--- config.mk ---
export PLATFORM = sky130hd
export DESIGN_NAME = serv_top
export DESIGN_NICKNAME = d
export VERILOG_FILES = /design/src/serv_ctrl_pkg.sv /design/src/serv_isa_pkg.sv /design/src/serv_alu.sv /design/src/serv_decode.sv /design/src/serv_immdec.sv /design/src/serv_mem_if.sv /design/src/serv_rf.sv /design/src/serv_state.sv /design/src/serv_top.sv
export VERILOG_INCLUDE_DIRS = /design/src
export SDC_FILE = /design/constraint.sdc
export NUM_CORES = 2
export LEC_CHECK = 0
export BUFFER_PORTS_ARGS = -buffer_cell sky130_fd_sc_hd__clkbuf_2
export CORE_MARGIN = 4
export CORE_UTILIZATION = 40
export CTS_CLUSTER_DIAMETER = 50
export CTS_CLUSTER_SIZE = 20
export DETAILED_ROUTE_END_ITERATION = 8
export HOLD_SLACK_MARGIN = 0.05
export PLACE_DENSITY = 0.64
export SYNTH_ARGS = -nofsm -noshare
export SYNTH_HDL_FRONTEND = slang
export SYNTH_SLANG_ARGS = --single-unit
--- constraint.sdc ---
create_clock -name clk -period 68.6 [get_ports clk]
set_input_delay 0 -clock clk [delete_from_list [all_inputs] [get_ports clk]]
set_output_delay 0 -clock clk [all_outputs]
set_load 0.01 [all_outputs]
--- src/serv_defines.svh ---
`ifndef SERV_DEFINES_SVH
`define SERV_DEFINES_SVH

// Datapath width, also sets the bit counter width
`define SERV_XLEN 32

// Architectural integer registers
`define SERV_NREGS 32

// First fetch address out of reset
`define SERV_RESET_PC 32'h0000_0000

`endif

--- src/serv_ctrl_pkg.sv ---
package serv_ctrl_pkg;

   typedef enum logic [2:0] {
      ALU_ADD    = 3'd0,
      ALU_SUB    = 3'd1,
      ALU_XOR    = 3'd2,
      ALU_OR     = 3'd3,
      ALU_AND    = 3'd4,
      ALU_PASS_B = 3'd5
   } alu_op_t;

   // Decoded instruction, valid from the cycle after fetch ack
   typedef struct packed {
      alu_op_t    alu_op;
      logic       use_imm;
      logic       rd_wen;
      logic       is_store;
      logic [4:0] rd;
      logic [4:0] rs1;
      logic [4:0] rs2;
   } ctrl_t;

   typedef enum logic [1:0] {
      ST_FETCH = 2'd0,
      ST_EXEC  = 2'd1,
      ST_STORE = 2'd2
   } seq_state_t;

endpackage

--- src/serv_isa_pkg.sv ---
package serv_isa_pkg;

   // Major opcodes handled by the core
   typedef enum logic [6:0] {
      OPC_OP_IMM = 7'b0010011,
      OPC_OP     = 7'b0110011,
      OPC_LUI    = 7'b0110111,
      OPC_STORE  = 7'b0100011
   } opcode_t;

   localparam logic [2:0] F3_ADD = 3'b000;
   localparam logic [2:0] F3_XOR = 3'b100;
   localparam logic [2:0] F3_OR  = 3'b110;
   localparam logic [2:0] F3_AND = 3'b111;
   localparam logic [2:0] F3_SW  = 3'b010;

   typedef struct packed {
      logic [6:0] funct7;
      logic [4:0] rs2;
      logic [4:0] rs1;
      logic [2:0] funct3;
      logic [4:0] rd;
      opcode_t    opcode;
   } r_fmt_t;

   typedef struct packed {
      logic [11:0] imm12;
      logic [4:0]  rs1;
      logic [2:0]  funct3;
      logic [4:0]  rd;
      opcode_t     opcode;
   } i_fmt_t;

   // S and U immediates are pieced together from the R view
   typedef union packed {
      r_fmt_t r;
      i_fmt_t i;
   } insn_u;

endpackage

--- src/serv_alu.sv ---
`timescale 1ns/1ps
`include "serv_defines.svh"

module serv_alu (
   input  logic                          clk,
   input  logic                          i_exec_en,
   input  logic [$clog2(`SERV_XLEN)-1:0] i_cnt,
   input  serv_ctrl_pkg::ctrl_t          i_ctrl,
   input  logic                          i_rs1_bit,
   input  logic                          i_rs2_bit,
   input  logic                          i_imm_bit,
   output logic                          o_rd_bit
);
   import serv_ctrl_pkg::*;

   logic sub;
   logic op_b;
   logic b_add;
   logic carry_in;
   logic carry_q;
   logic sum;
   logic carry_out;

   assign sub   = (i_ctrl.alu_op == ALU_SUB);
   assign op_b  = i_ctrl.use_imm ? i_imm_bit : i_rs2_bit;
   assign b_add = op_b ^ sub;

   // Subtract as a + ~b + 1
   assign carry_in  = (i_cnt == '0) ? sub : carry_q;
   assign sum       = i_rs1_bit ^ b_add ^ carry_in;
   assign carry_out = (i_rs1_bit & b_add) | (carry_in & (i_rs1_bit ^ b_add));

   always_ff @(posedge clk) begin
      if (i_exec_en) begin
         carry_q <= carry_out;
      end
   end

   always_comb begin
      case (i_ctrl.alu_op)
         ALU_XOR:    o_rd_bit = i_rs1_bit ^ op_b;
         ALU_OR:     o_rd_bit = i_rs1_bit | op_b;
         ALU_AND:    o_rd_bit = i_rs1_bit & op_b;
         ALU_PASS_B: o_rd_bit = op_b;
         default:    o_rd_bit = sum;
      endcase
   end

endmodule

--- src/serv_decode.sv ---
`timescale 1ns/1ps
`include "serv_defines.svh"

module serv_decode (
   input  logic                  clk,
   input  logic                  i_ibus_ack,
   input  logic [`SERV_XLEN-1:0] i_ibus_rdt,
   output serv_ctrl_pkg::ctrl_t  o_ctrl
);
   import serv_isa_pkg::*;
   import serv_ctrl_pkg::*;

   insn_u   insn;
   alu_op_t f3_op;
   logic    f3_ok;
   logic    f7_ok;

   always_ff @(posedge clk) begin
      if (i_ibus_ack) begin
         insn <= i_ibus_rdt;
      end
   end

   // funct3 decode shared by register and immediate forms
   always_comb begin
      f3_op = ALU_ADD;
      f3_ok = 1'b1;
      case (insn.r.funct3)
         F3_ADD:  f3_op = ALU_ADD;
         F3_XOR:  f3_op = ALU_XOR;
         F3_OR:   f3_op = ALU_OR;
         F3_AND:  f3_op = ALU_AND;
         default: f3_ok = 1'b0;
      endcase
   end

   // Only bit 5 may be set, anything else is M extension or reserved
   assign f7_ok = ((insn.r.funct7 & 7'b1011111) == 7'd0);

   always_comb begin
      o_ctrl        = '0;
      o_ctrl.alu_op = ALU_ADD;
      o_ctrl.rd     = insn.r.rd;
      o_ctrl.rs1    = insn.r.rs1;
      o_ctrl.rs2    = insn.r.rs2;
      case (insn.r.opcode)
         OPC_OP_IMM: begin
            o_ctrl.alu_op  = f3_op;
            o_ctrl.use_imm = 1'b1;
            o_ctrl.rd_wen  = f3_ok;
         end
         OPC_OP: begin
            // SUB only exists for the add funct3
            if ((insn.r.funct3 == F3_ADD) && insn.r.funct7[5]) begin
               o_ctrl.alu_op = ALU_SUB;
            end else begin
               o_ctrl.alu_op = f3_op;
            end
            o_ctrl.rd_wen = f3_ok & f7_ok & ((insn.r.funct3 == F3_ADD) | ~insn.r.funct7[5]);
         end
         OPC_LUI: begin
            o_ctrl.alu_op  = ALU_PASS_B;
            o_ctrl.use_imm = 1'b1;
            o_ctrl.rd_wen  = 1'b1;
         end
         OPC_STORE: begin
            // Address is rs1 plus the S immediate
            o_ctrl.use_imm  = 1'b1;
            o_ctrl.is_store = (insn.r.funct3 == F3_SW);
         end
         default: ;
      endcase
   end

endmodule

--- src/serv_immdec.sv ---
`timescale 1ns/1ps
`include "serv_defines.svh"

module serv_immdec (
   input  logic                  clk,
   input  logic                  i_ibus_ack,
   input  logic [`SERV_XLEN-1:0] i_ibus_rdt,
   input  logic                  i_exec_en,
   output logic                  o_imm_bit
);
   import serv_isa_pkg::*;

   insn_u                 word;
   logic [`SERV_XLEN-1:0] imm_n;
   logic [`SERV_XLEN-1:0] imm_q;

   assign word = i_ibus_rdt;

   always_comb begin
      case (word.r.opcode)
         OPC_OP_IMM: imm_n = {{(`SERV_XLEN-12){word.i.imm12[11]}}, word.i.imm12};
         OPC_STORE:  imm_n = {{(`SERV_XLEN-12){word.r.funct7[6]}}, word.r.funct7, word.r.rd};
         OPC_LUI:    imm_n = {word.r.funct7, word.r.rs2, word.r.rs1, word.r.funct3, 12'd0};
         default:    imm_n = '0;
      endcase
   end

   // LSB first, top bit replicated so I and S stay sign extended
   always_ff @(posedge clk) begin
      if (i_ibus_ack) begin
         imm_q <= imm_n;
      end else if (i_exec_en) begin
         imm_q <= {imm_q[`SERV_XLEN-1], imm_q[`SERV_XLEN-1:1]};
      end
   end

   assign o_imm_bit = imm_q[0];

endmodule

--- src/serv_mem_if.sv ---
`timescale 1ns/1ps
`include "serv_defines.svh"

module serv_mem_if (
   input  logic                      clk,
   input  logic                      i_exec_en,
   input  logic                      i_rd_bit,
   input  logic                      i_rs2_bit,
   output logic [`SERV_XLEN-1:0]     o_dbus_adr,
   output logic [`SERV_XLEN-1:0]     o_dbus_dat,
   output logic [`SERV_XLEN/8-1:0]   o_dbus_sel,
   output logic                      o_dbus_we
);

   // Address comes from the ALU sum, data straight from rs2
   always_ff @(posedge clk) begin
      if (i_exec_en) begin
         o_dbus_adr <= {i_rd_bit, o_dbus_adr[`SERV_XLEN-1:1]};
         o_dbus_dat <= {i_rs2_bit, o_dbus_dat[`SERV_XLEN-1:1]};
      end
   end

   // Word stores only
   assign o_dbus_sel = '1;
   assign o_dbus_we  = 1'b1;

endmodule

--- src/serv_rf.sv ---
`timescale 1ns/1ps
`include "serv_defines.svh"

module serv_rf (
   input  logic                          clk,
   input  logic                          i_exec_en,
   input  logic [$clog2(`SERV_XLEN)-1:0] i_cnt,
   input  serv_ctrl_pkg::ctrl_t          i_ctrl,
   input  logic                          i_rd_bit,
   output logic                          o_rs1_bit,
   output logic                          o_rs2_bit
);

   logic [`SERV_XLEN-1:0] regs [`SERV_NREGS];
   logic                  wen;

   // x0 is never written, its storage is masked on read
   assign o_rs1_bit = (i_ctrl.rs1 != '0) & regs[i_ctrl.rs1][i_cnt];
   assign o_rs2_bit = (i_ctrl.rs2 != '0) & regs[i_ctrl.rs2][i_cnt];

   assign wen = i_exec_en & i_ctrl.rd_wen & (i_ctrl.rd != '0);

   // Bit cnt of rd is overwritten after it was read in the same cycle
   always_ff @(posedge clk) begin
      if (wen) begin
         regs[i_ctrl.rd][i_cnt] <= i_rd_bit;
      end
   end

endmodule

--- src/serv_state.sv ---
`timescale 1ns/1ps
`include "serv_defines.svh"

module serv_state (
   input  logic                          clk,
   input  logic                          i_reset,
   input  logic                          i_ibus_ack,
   input  logic                          i_dbus_ack,
   input  serv_ctrl_pkg::ctrl_t          i_ctrl,
   output logic                          o_ibus_cyc,
   output logic [`SERV_XLEN-1:0]         o_ibus_adr,
   output logic                          o_dbus_cyc,
   output logic                          o_exec_en,
   output logic [$clog2(`SERV_XLEN)-1:0] o_cnt,
   output logic                          o_last
);
   import serv_ctrl_pkg::*;

   localparam int CW = $clog2(`SERV_XLEN);
   localparam logic [CW-1:0] CNT_LAST = CW'(`SERV_XLEN - 1);

   seq_state_t state;
   seq_state_t state_n;
   logic       fetch_done;
   logic       store_done;

   assign fetch_done = o_ibus_cyc & i_ibus_ack;
   assign store_done = o_dbus_cyc & i_dbus_ack;
   assign o_exec_en  = (state == ST_EXEC);
   assign o_last     = (o_cnt == CNT_LAST);

   always_comb begin
      state_n = state;
      case (state)
         ST_FETCH: if (fetch_done) state_n = ST_EXEC;
         ST_EXEC:  if (o_last) state_n = i_ctrl.is_store ? ST_STORE : ST_FETCH;
         ST_STORE: if (store_done) state_n = ST_FETCH;
         default:  state_n = ST_FETCH;
      endcase
   end

   always_ff @(posedge clk) begin
      if (i_reset) begin
         state      <= ST_FETCH;
         o_ibus_cyc <= 1'b0;
         o_dbus_cyc <= 1'b0;
         o_cnt      <= '0;
         o_ibus_adr <= `SERV_RESET_PC;
      end else begin
         state <= state_n;
         // Requests follow the next phase, so each drops in its ack cycle
         o_ibus_cyc <= (state_n == ST_FETCH);
         o_dbus_cyc <= (state_n == ST_STORE);
         // Wraps back to zero after the last bit
         if (o_exec_en) begin
            o_cnt <= o_cnt + 1'b1;
         end
         if ((o_exec_en & o_last & ~i_ctrl.is_store) | store_done) begin
            o_ibus_adr <= o_ibus_adr + `SERV_XLEN'(4);
         end
      end
   end

endmodule

--- src/serv_top.sv ---
`timescale 1ns/1ps
`include "serv_defines.svh"

module serv_top (
   input  logic                    clk,
   input  logic                    i_reset,
   output logic [`SERV_XLEN-1:0]   o_ibus_adr,
   output logic                    o_ibus_cyc,
   input  logic [`SERV_XLEN-1:0]   i_ibus_rdt,
   input  logic                    i_ibus_ack,
   output logic [`SERV_XLEN-1:0]   o_dbus_adr,
   output logic [`SERV_XLEN-1:0]   o_dbus_dat,
   output logic [`SERV_XLEN/8-1:0] o_dbus_sel,
   output logic                    o_dbus_we,
   output logic                    o_dbus_cyc,
   input  logic                    i_dbus_ack
);
   import serv_ctrl_pkg::*;

   ctrl_t                         ctrl;
   logic                          exec_en;
   logic [$clog2(`SERV_XLEN)-1:0] cnt;
   logic                          rs1_bit;
   logic                          rs2_bit;
   logic                          imm_bit;
   logic                          rd_bit;

   serv_state state_i (
      .clk        (clk),
      .i_reset    (i_reset),
      .i_ibus_ack (i_ibus_ack),
      .i_dbus_ack (i_dbus_ack),
      .i_ctrl     (ctrl),
      .o_ibus_cyc (o_ibus_cyc),
      .o_ibus_adr (o_ibus_adr),
      .o_dbus_cyc (o_dbus_cyc),
      .o_exec_en  (exec_en),
      .o_cnt      (cnt),
      .o_last     ()
   );

   serv_decode decode_i (
      .clk        (clk),
      .i_ibus_ack (i_ibus_ack),
      .i_ibus_rdt (i_ibus_rdt),
      .o_ctrl     (ctrl)
   );

   serv_immdec immdec_i (
      .clk        (clk),
      .i_ibus_ack (i_ibus_ack),
      .i_ibus_rdt (i_ibus_rdt),
      .i_exec_en  (exec_en),
      .o_imm_bit  (imm_bit)
   );

   serv_alu alu_i (
      .clk       (clk),
      .i_exec_en (exec_en),
      .i_cnt     (cnt),
      .i_ctrl    (ctrl),
      .i_rs1_bit (rs1_bit),
      .i_rs2_bit (rs2_bit),
      .i_imm_bit (imm_bit),
      .o_rd_bit  (rd_bit)
   );

   serv_rf rf_i (
      .clk       (clk),
      .i_exec_en (exec_en),
      .i_cnt     (cnt),
      .i_ctrl    (ctrl),
      .i_rd_bit  (rd_bit),
      .o_rs1_bit (rs1_bit),
      .o_rs2_bit (rs2_bit)
   );

   serv_mem_if mem_if_i (
      .clk        (clk),
      .i_exec_en  (exec_en),
      .i_rd_bit   (rd_bit),
      .i_rs2_bit  (rs2_bit),
      .o_dbus_adr (o_dbus_adr),
      .o_dbus_dat (o_dbus_dat),
      .o_dbus_sel (o_dbus_sel),
      .o_dbus_we  (o_dbus_we)
   );

endmodule

After elaboration in Yosys (flattened, before gate mapping):

Memories as Yosys holds them, arrays and structs flattened. A register that Yosys moved wholly into a read port is not among the register bits.
Index checks and enable logic that the tools add are counted.

* add/sub/neg operators: 2
* $lt $le $gt $ge: 2
* equality and inequality tests: 20
* muxes and demuxes: 28
* bitwise gates (word level): 23
* reductions and logical operators: 13

Operator list (number)
* $pmux 32 s3: 1
* $mux 32: 2
* $eq 7x6->1 const B: 5
* $add 32x3->32 const B: 1
* $mux 31: 1
* $pmux 3 s3: 2
* $eq 3x3->1 const B: 5
* $reduce_bool 5->1: 3
* $eq 7x5->1 const B: 2
* $and 1x1->1: 13
* $bmux 1 s5: 2
* $mux 5: 2
* $eq 3x2->1 const B: 3
* $mux 1: 9
* $mux 2: 4
* $logic_not 7->1: 1
* $lt 5x6->1 const B: 1
* $pmux 2 s3: 1
* $add 5x1->5 const B: 1
* $demux 1 s5: 1
* $eq 5x5->1 const B: 1
* $ge 5x1->1 const B: 1
* $logic_not 5->1: 1
* $eq 2x2->1 const B: 2
* 14 further kinds: 23

* register bits: 170
* RAM bits: 1024
* input port bits: 36
* output and inout port bits: 103
* word-level logic and storage cells: 100
* memories kept: 1

Memories
* rf_i.regs: depth 32, width 32, rd ports 2, clocked after memory_dff 2, write ports 1, RTL line serv_rf.sv:14 `` logic [`SERV_XLEN-1:0] regs [`SERV_NREGS]; ``

Logic depth before layout (Yosys ltp):

* depth in word-level cells: 10
* gate-level depth with buffers: 20
* mapped depth without buffers: 14

Cells and area by module:

Synthesis repeated with hierarchy kept, for this count alone.

* cell total of the unflattened synthesis: 4024
* area total of the unflattened synthesis: 59275.6 um^2

Modules (own cells, without submodules)
* serv_rf: times used 1, cells an instance 3487, area an instance 52171.3 um^2, seq. area each 30749.5 um^2
* serv_mem_if: times used 1, cells an instance 70, area an instance 1963.1 um^2, seq. area each 1921.8 um^2
* serv_state: times used 1, cells an instance 225, area an instance 1941.9 um^2, seq. area each 780.7 um^2
* serv_immdec: times used 1, cells an instance 152, area an instance 1770.4 um^2, seq. area each 960.9 um^2
* serv_decode: times used 1, cells an instance 69, area an instance 1233.7 um^2, seq. area each 960.9 um^2
* serv_alu: times used 1, cells an instance 21, area an instance 195.2 um^2, seq. area each 30.0 um^2

Worst setup path before layout:

No wires, ideal clock.

* path type: register to register
* start: register (tool-made name)
* end: register mem_if_i.o_dbus_adr[31], data pin
* library setup time: 8138 ps
* arrival time: 42245 ps
* data required time: 60462 ps
* setup slack: 18218 ps
* stages on the path, launching flop included: 15
* path buffers: 5
* clock period less this slack: 50382 ps
* path through: dfxtp_1 buf_4 buf_4 buf_2 buf_2 buf_4 and2b_1 a22oi_1 a21oi_1 a21oi_1 a211oi_1 nor4_1 o311a_1 a21o_1 o21ai_0

RTL lines
* end signal: assignment: RTL line serv_mem_if.sv:18 `` o_dbus_adr <= {i_rd_bit, o_dbus_adr[`SERV_XLEN-1:1]}; ``
* end: declaration: RTL line serv_mem_if.sv:9 `` output logic [`SERV_XLEN-1:0] o_dbus_adr, ``

==> impl_metrics.csv <==
group,metric,value,unit
finish,fillers,13000,
finish,syn_to_final_growth,12.1,%
floorplanning,chipHeight,393,um
route,routed_wl,188000,um
logic_synthesis,synth_top_area_share,58.4,%
finish,multi_input_area,0.0221,sq mm
timing,clock_skew,0.0616,ns
route,drc,0,
power_and_ir_drop,p_total,1.98,mW
logic_synthesis,synth_ff_type,"edfxtp_1",
route,avgViaCountPerCell,6.35,
setup_path,crit_arrival,10.81,ns
grt,first_global_vias,38800,
logic_synthesis,yosysWarnings,0,
timing,max_freq,95.9,MHz
floorplanning,coreArea,0.147,sq mm
logic_synthesis,yosys_register_bits,1202,
route,vias,39800,
route,ant_nets,0,
logic_synthesis,syn_area,0.0593,sq mm
setup_path,r2r_cells,20,
outcome,status,"finished, final reports clean",
place,port_buffers,131,
cts,h-tree-depth,3,
logic_synthesis,synthXorXnorAreaFrac,0.517,%
min_path,holdCritPathClass,"input pin to register",
timing,worst_slew_pin_slew,1.22,ns
logic_synthesis,synth_compound_area_share,4.03,%
grt,grt_first_pass_wirelength,271000,um
grt,overflow,0,
timing,fin_ws,58.17,ns
min_path,min_from,"i_ibus_rdt[19]",
finish,nets,4267,
place,gp_congestion,0.857,
place,post-place-ws,58.51,ns
logic_synthesis,synthAdderAreaFrac,0.169,%
cts,clockBufferDepth,3,
cts,path_clk_slew,0.07,ns
logic_synthesis,yosysTopAreaCell,"edfxtp_1",
cts,cts_tree,"built",
setup_path,cp-start-kind,"register",
route,drt_pass1_iterations,9,
cts,numCtsBuffers,121,
logic_synthesis,muxShareOfSynthArea,21.9,%
timing,slew_violations,0,
floorplanning,fp-row-count,141,
logic_synthesis,synth_top_cells_by_area,"edfxtp_1, mux4_2, nor2_1, mux2i_1, clkbuf_1",
logic_synthesis,synthSimpleGateAreaFrac,10.2,%
logic_synthesis,avgSynthCellArea,14.2,sq um
grt,gr-usage-all-layers,24.1,%
min_path,hold_depth,3,
cts,cts-root-buf,"clkbuf_16",
setup_path,worstSetupPathType,"register to register",
logic_synthesis,synth_cells,4179,
setup_path,critPathRequiredTime,68.98,ns
floorplanning,die-area,0.154,sq mm
grt,antenna_found_initial,3,
finish,seqCellArea,0.0356,sq mm
floorplanning,die-width,393,um
timing,hold_viol_final,0,
power_and_ir_drop,leakagePower,20.6,nW
timing,fin_tns_setup,0,ns
logic_synthesis,synth_edf_count,1153,
power_and_ir_drop,irDropWorstVdd,36.7,uV
logic_synthesis,yosysUniqueCellTypes,76,
logic_synthesis,ys_seq_area_share,60.0,%
floorplanning,start_util,40.2,%
logic_synthesis,async_flop_share,0,%
timing,setup_viol,0,
timing,rsz0062_at_grt,"false",
cts,cts.sinks,1202,
finish,final_core_util,45.1,%
route,wl_per_cell,30.0,um
route,drtIter0Drc,5461,
logic_synthesis,synth_commonest_cells,"edfxtp_1, nor2_1, mux4_2",
timing,relSlewSlack,18.8,%
timing,finalCritPeriodShare,15.2,%
timing,fin_crit,10.43,ns
cts,clkLatencyLatePin,0.79,ns
setup_path,crit_path_end_kind,"register",
finish,layout-drive-gt1-share,23.3,%
finish,finalNonFillerCells,6268,
logic_synthesis,synth_top_family_by_area,"multiplexers",
floorplanning,io-pin-count,139,
place,dp_hpwl,107000,um
setup_path,worst-path-max-fanout,132,
grt,grt_max_degree,249,
flow_run,drv_cap,0,
place,dpl.cell_count,5962,
power_and_ir_drop,power_density,29.7,mW/mm^2
logic_synthesis,yosysMostFrequentCell,"edfxtp_1",
==> registers in the layout (all words and copies together), names as in the netlist, named ones only <==
signal	flops
rf_i.regs	1024
decode_i.insn	32
immdec_i.imm_q	32
mem_if_i.o_dbus_adr	32
mem_if_i.o_dbus_dat	32
state_i.o_ibus_adr	30
state_i.o_cnt	5
state_i.state	2
alu_i.carry_q	1
state_i.o_dbus_cyc	1
state_i.o_ibus_cyc	1
==> where the power goes <==
part,internal [mW],switching (mW)
registers,0.956,0.0134
logic,0.0867,0.219
clock network,0.373,0.328
==> stage by stage <==
| step | hold slack (ns) | instance area, sq um |
|---|---|---|
| 2_1_floorplan | 0.0989 | 59400 |
| 3_3_place_gp | 0.196 | 61600 |
| 3_5_place_dp | 0.195 | 61600 |
| 4_1_cts | 0.0504 | 66400 |
| 5_1_grt | 0.0900 | 66400 |
| 6_report | 0.0848 | 66500 |
==> final timing paths <==
check	to	slack, ns
max	rf_i.regs[31][11]	58.17
max reg2reg	rf_i.regs[31][11]	58.17
min reg2reg	mem_if_i.o_dbus_adr[29]	0.44
min	register	0.08
==> per-layer routing <==
metal | vias up | share of wire [%] | wire, um | track usage (%)
li1 | 16000 | - | - | -
met1 | 20600 | 36 | 67800 | 31.3
met2 | 2656 | 47 | 88700 | 38.8
met3 | 515 | 11 | 20700 | 5.03
met4 | 2 | 5.6 | 10500 | 11.6
met5 | - | 0.0069 | 13 | 0
==> what timing repair did <==
action,4_1_cts,5_1_grt
hold buffers,68,0
gates resized for setup,0,0
setup buffers,0,0
setup endpoints to repair,0,0
hold endpoints to repair,128,0
==> layout by cell type, fill, tap and decap left out, types with 9 or more instances in the layout <==
cell type and count:
nand2b_1 11, edfxtp_1 1153, mux2i_1 175, inv_1 10
inv_6 30, a221oi_1 13, clkinv_4 14, o22ai_1 20
a22oi_1 94, a31oi_1 10, buf_4 94, dlygate4sd3_1 68
xor2_1 27, nor2_1 1113, clkinvlp_4 10, nand2_1 137
and3_1 19, clkbuf_2 130, conb_1 39, mux2_2 18
a211oi_1 16, nand4_1 19, mux4_2 489, clkbuf_16 122
a21oi_1 88, a22o_1 9, dfxtp_1 39, o221ai_1 11
inv_8 15, clkinv_2 12, o21ai_0 18, nor2b_1 28
nor3_1 26, and2_1 17, nand2_2 27, nand3_1 34
==> critical path, stage by stage, from the launching register on <==
cell and delay (ns):
dfxtp_4 0.77, buf_4 0.66, buf_4 0.85, buf_4 0.70
mux4_2 0.41, nor2_1 0.13, o32ai_1 0.12, o211ai_1 0.38
o21ai_0 0.51, a2111oi_1 1.00, nand2_1 0.14, o21ai_2 0.24
xnor2_1 0.19, xor2_1 0.11, ha_1 0.28, nand2b_1 0.09
o211ai_1 0.14, o21ai_4 0.15, buf_4 0.87, buf_4 0.96
buf_4 0.98
==> kinds of logic after synthesis <==
| logic type | after synthesis |
|---|---|
| and+or+nand+nor | 1482 |
| muxes | 682 |
| DFF | 1202 |
| xor gates and xnor gates | 35 |
| buffers and inverters | 424 |
| other | 2 |
| adders and majority gates | 8 |
| AOI/OAI and AO/OA | 344 |
==> cell type report <==
cell class              instances  area share [%]
clock buffers                 130            4.65
repair buffers                293            3.10
clock inverters               101            1.68
diodes                          7          0.0264
inverters                      15          0.0847
multi-input cells            2590            33.2
flip-flops and latches       1202            53.6
well taps                    1930            3.63
No activity file was read; power rests on OpenSTA's default activity.
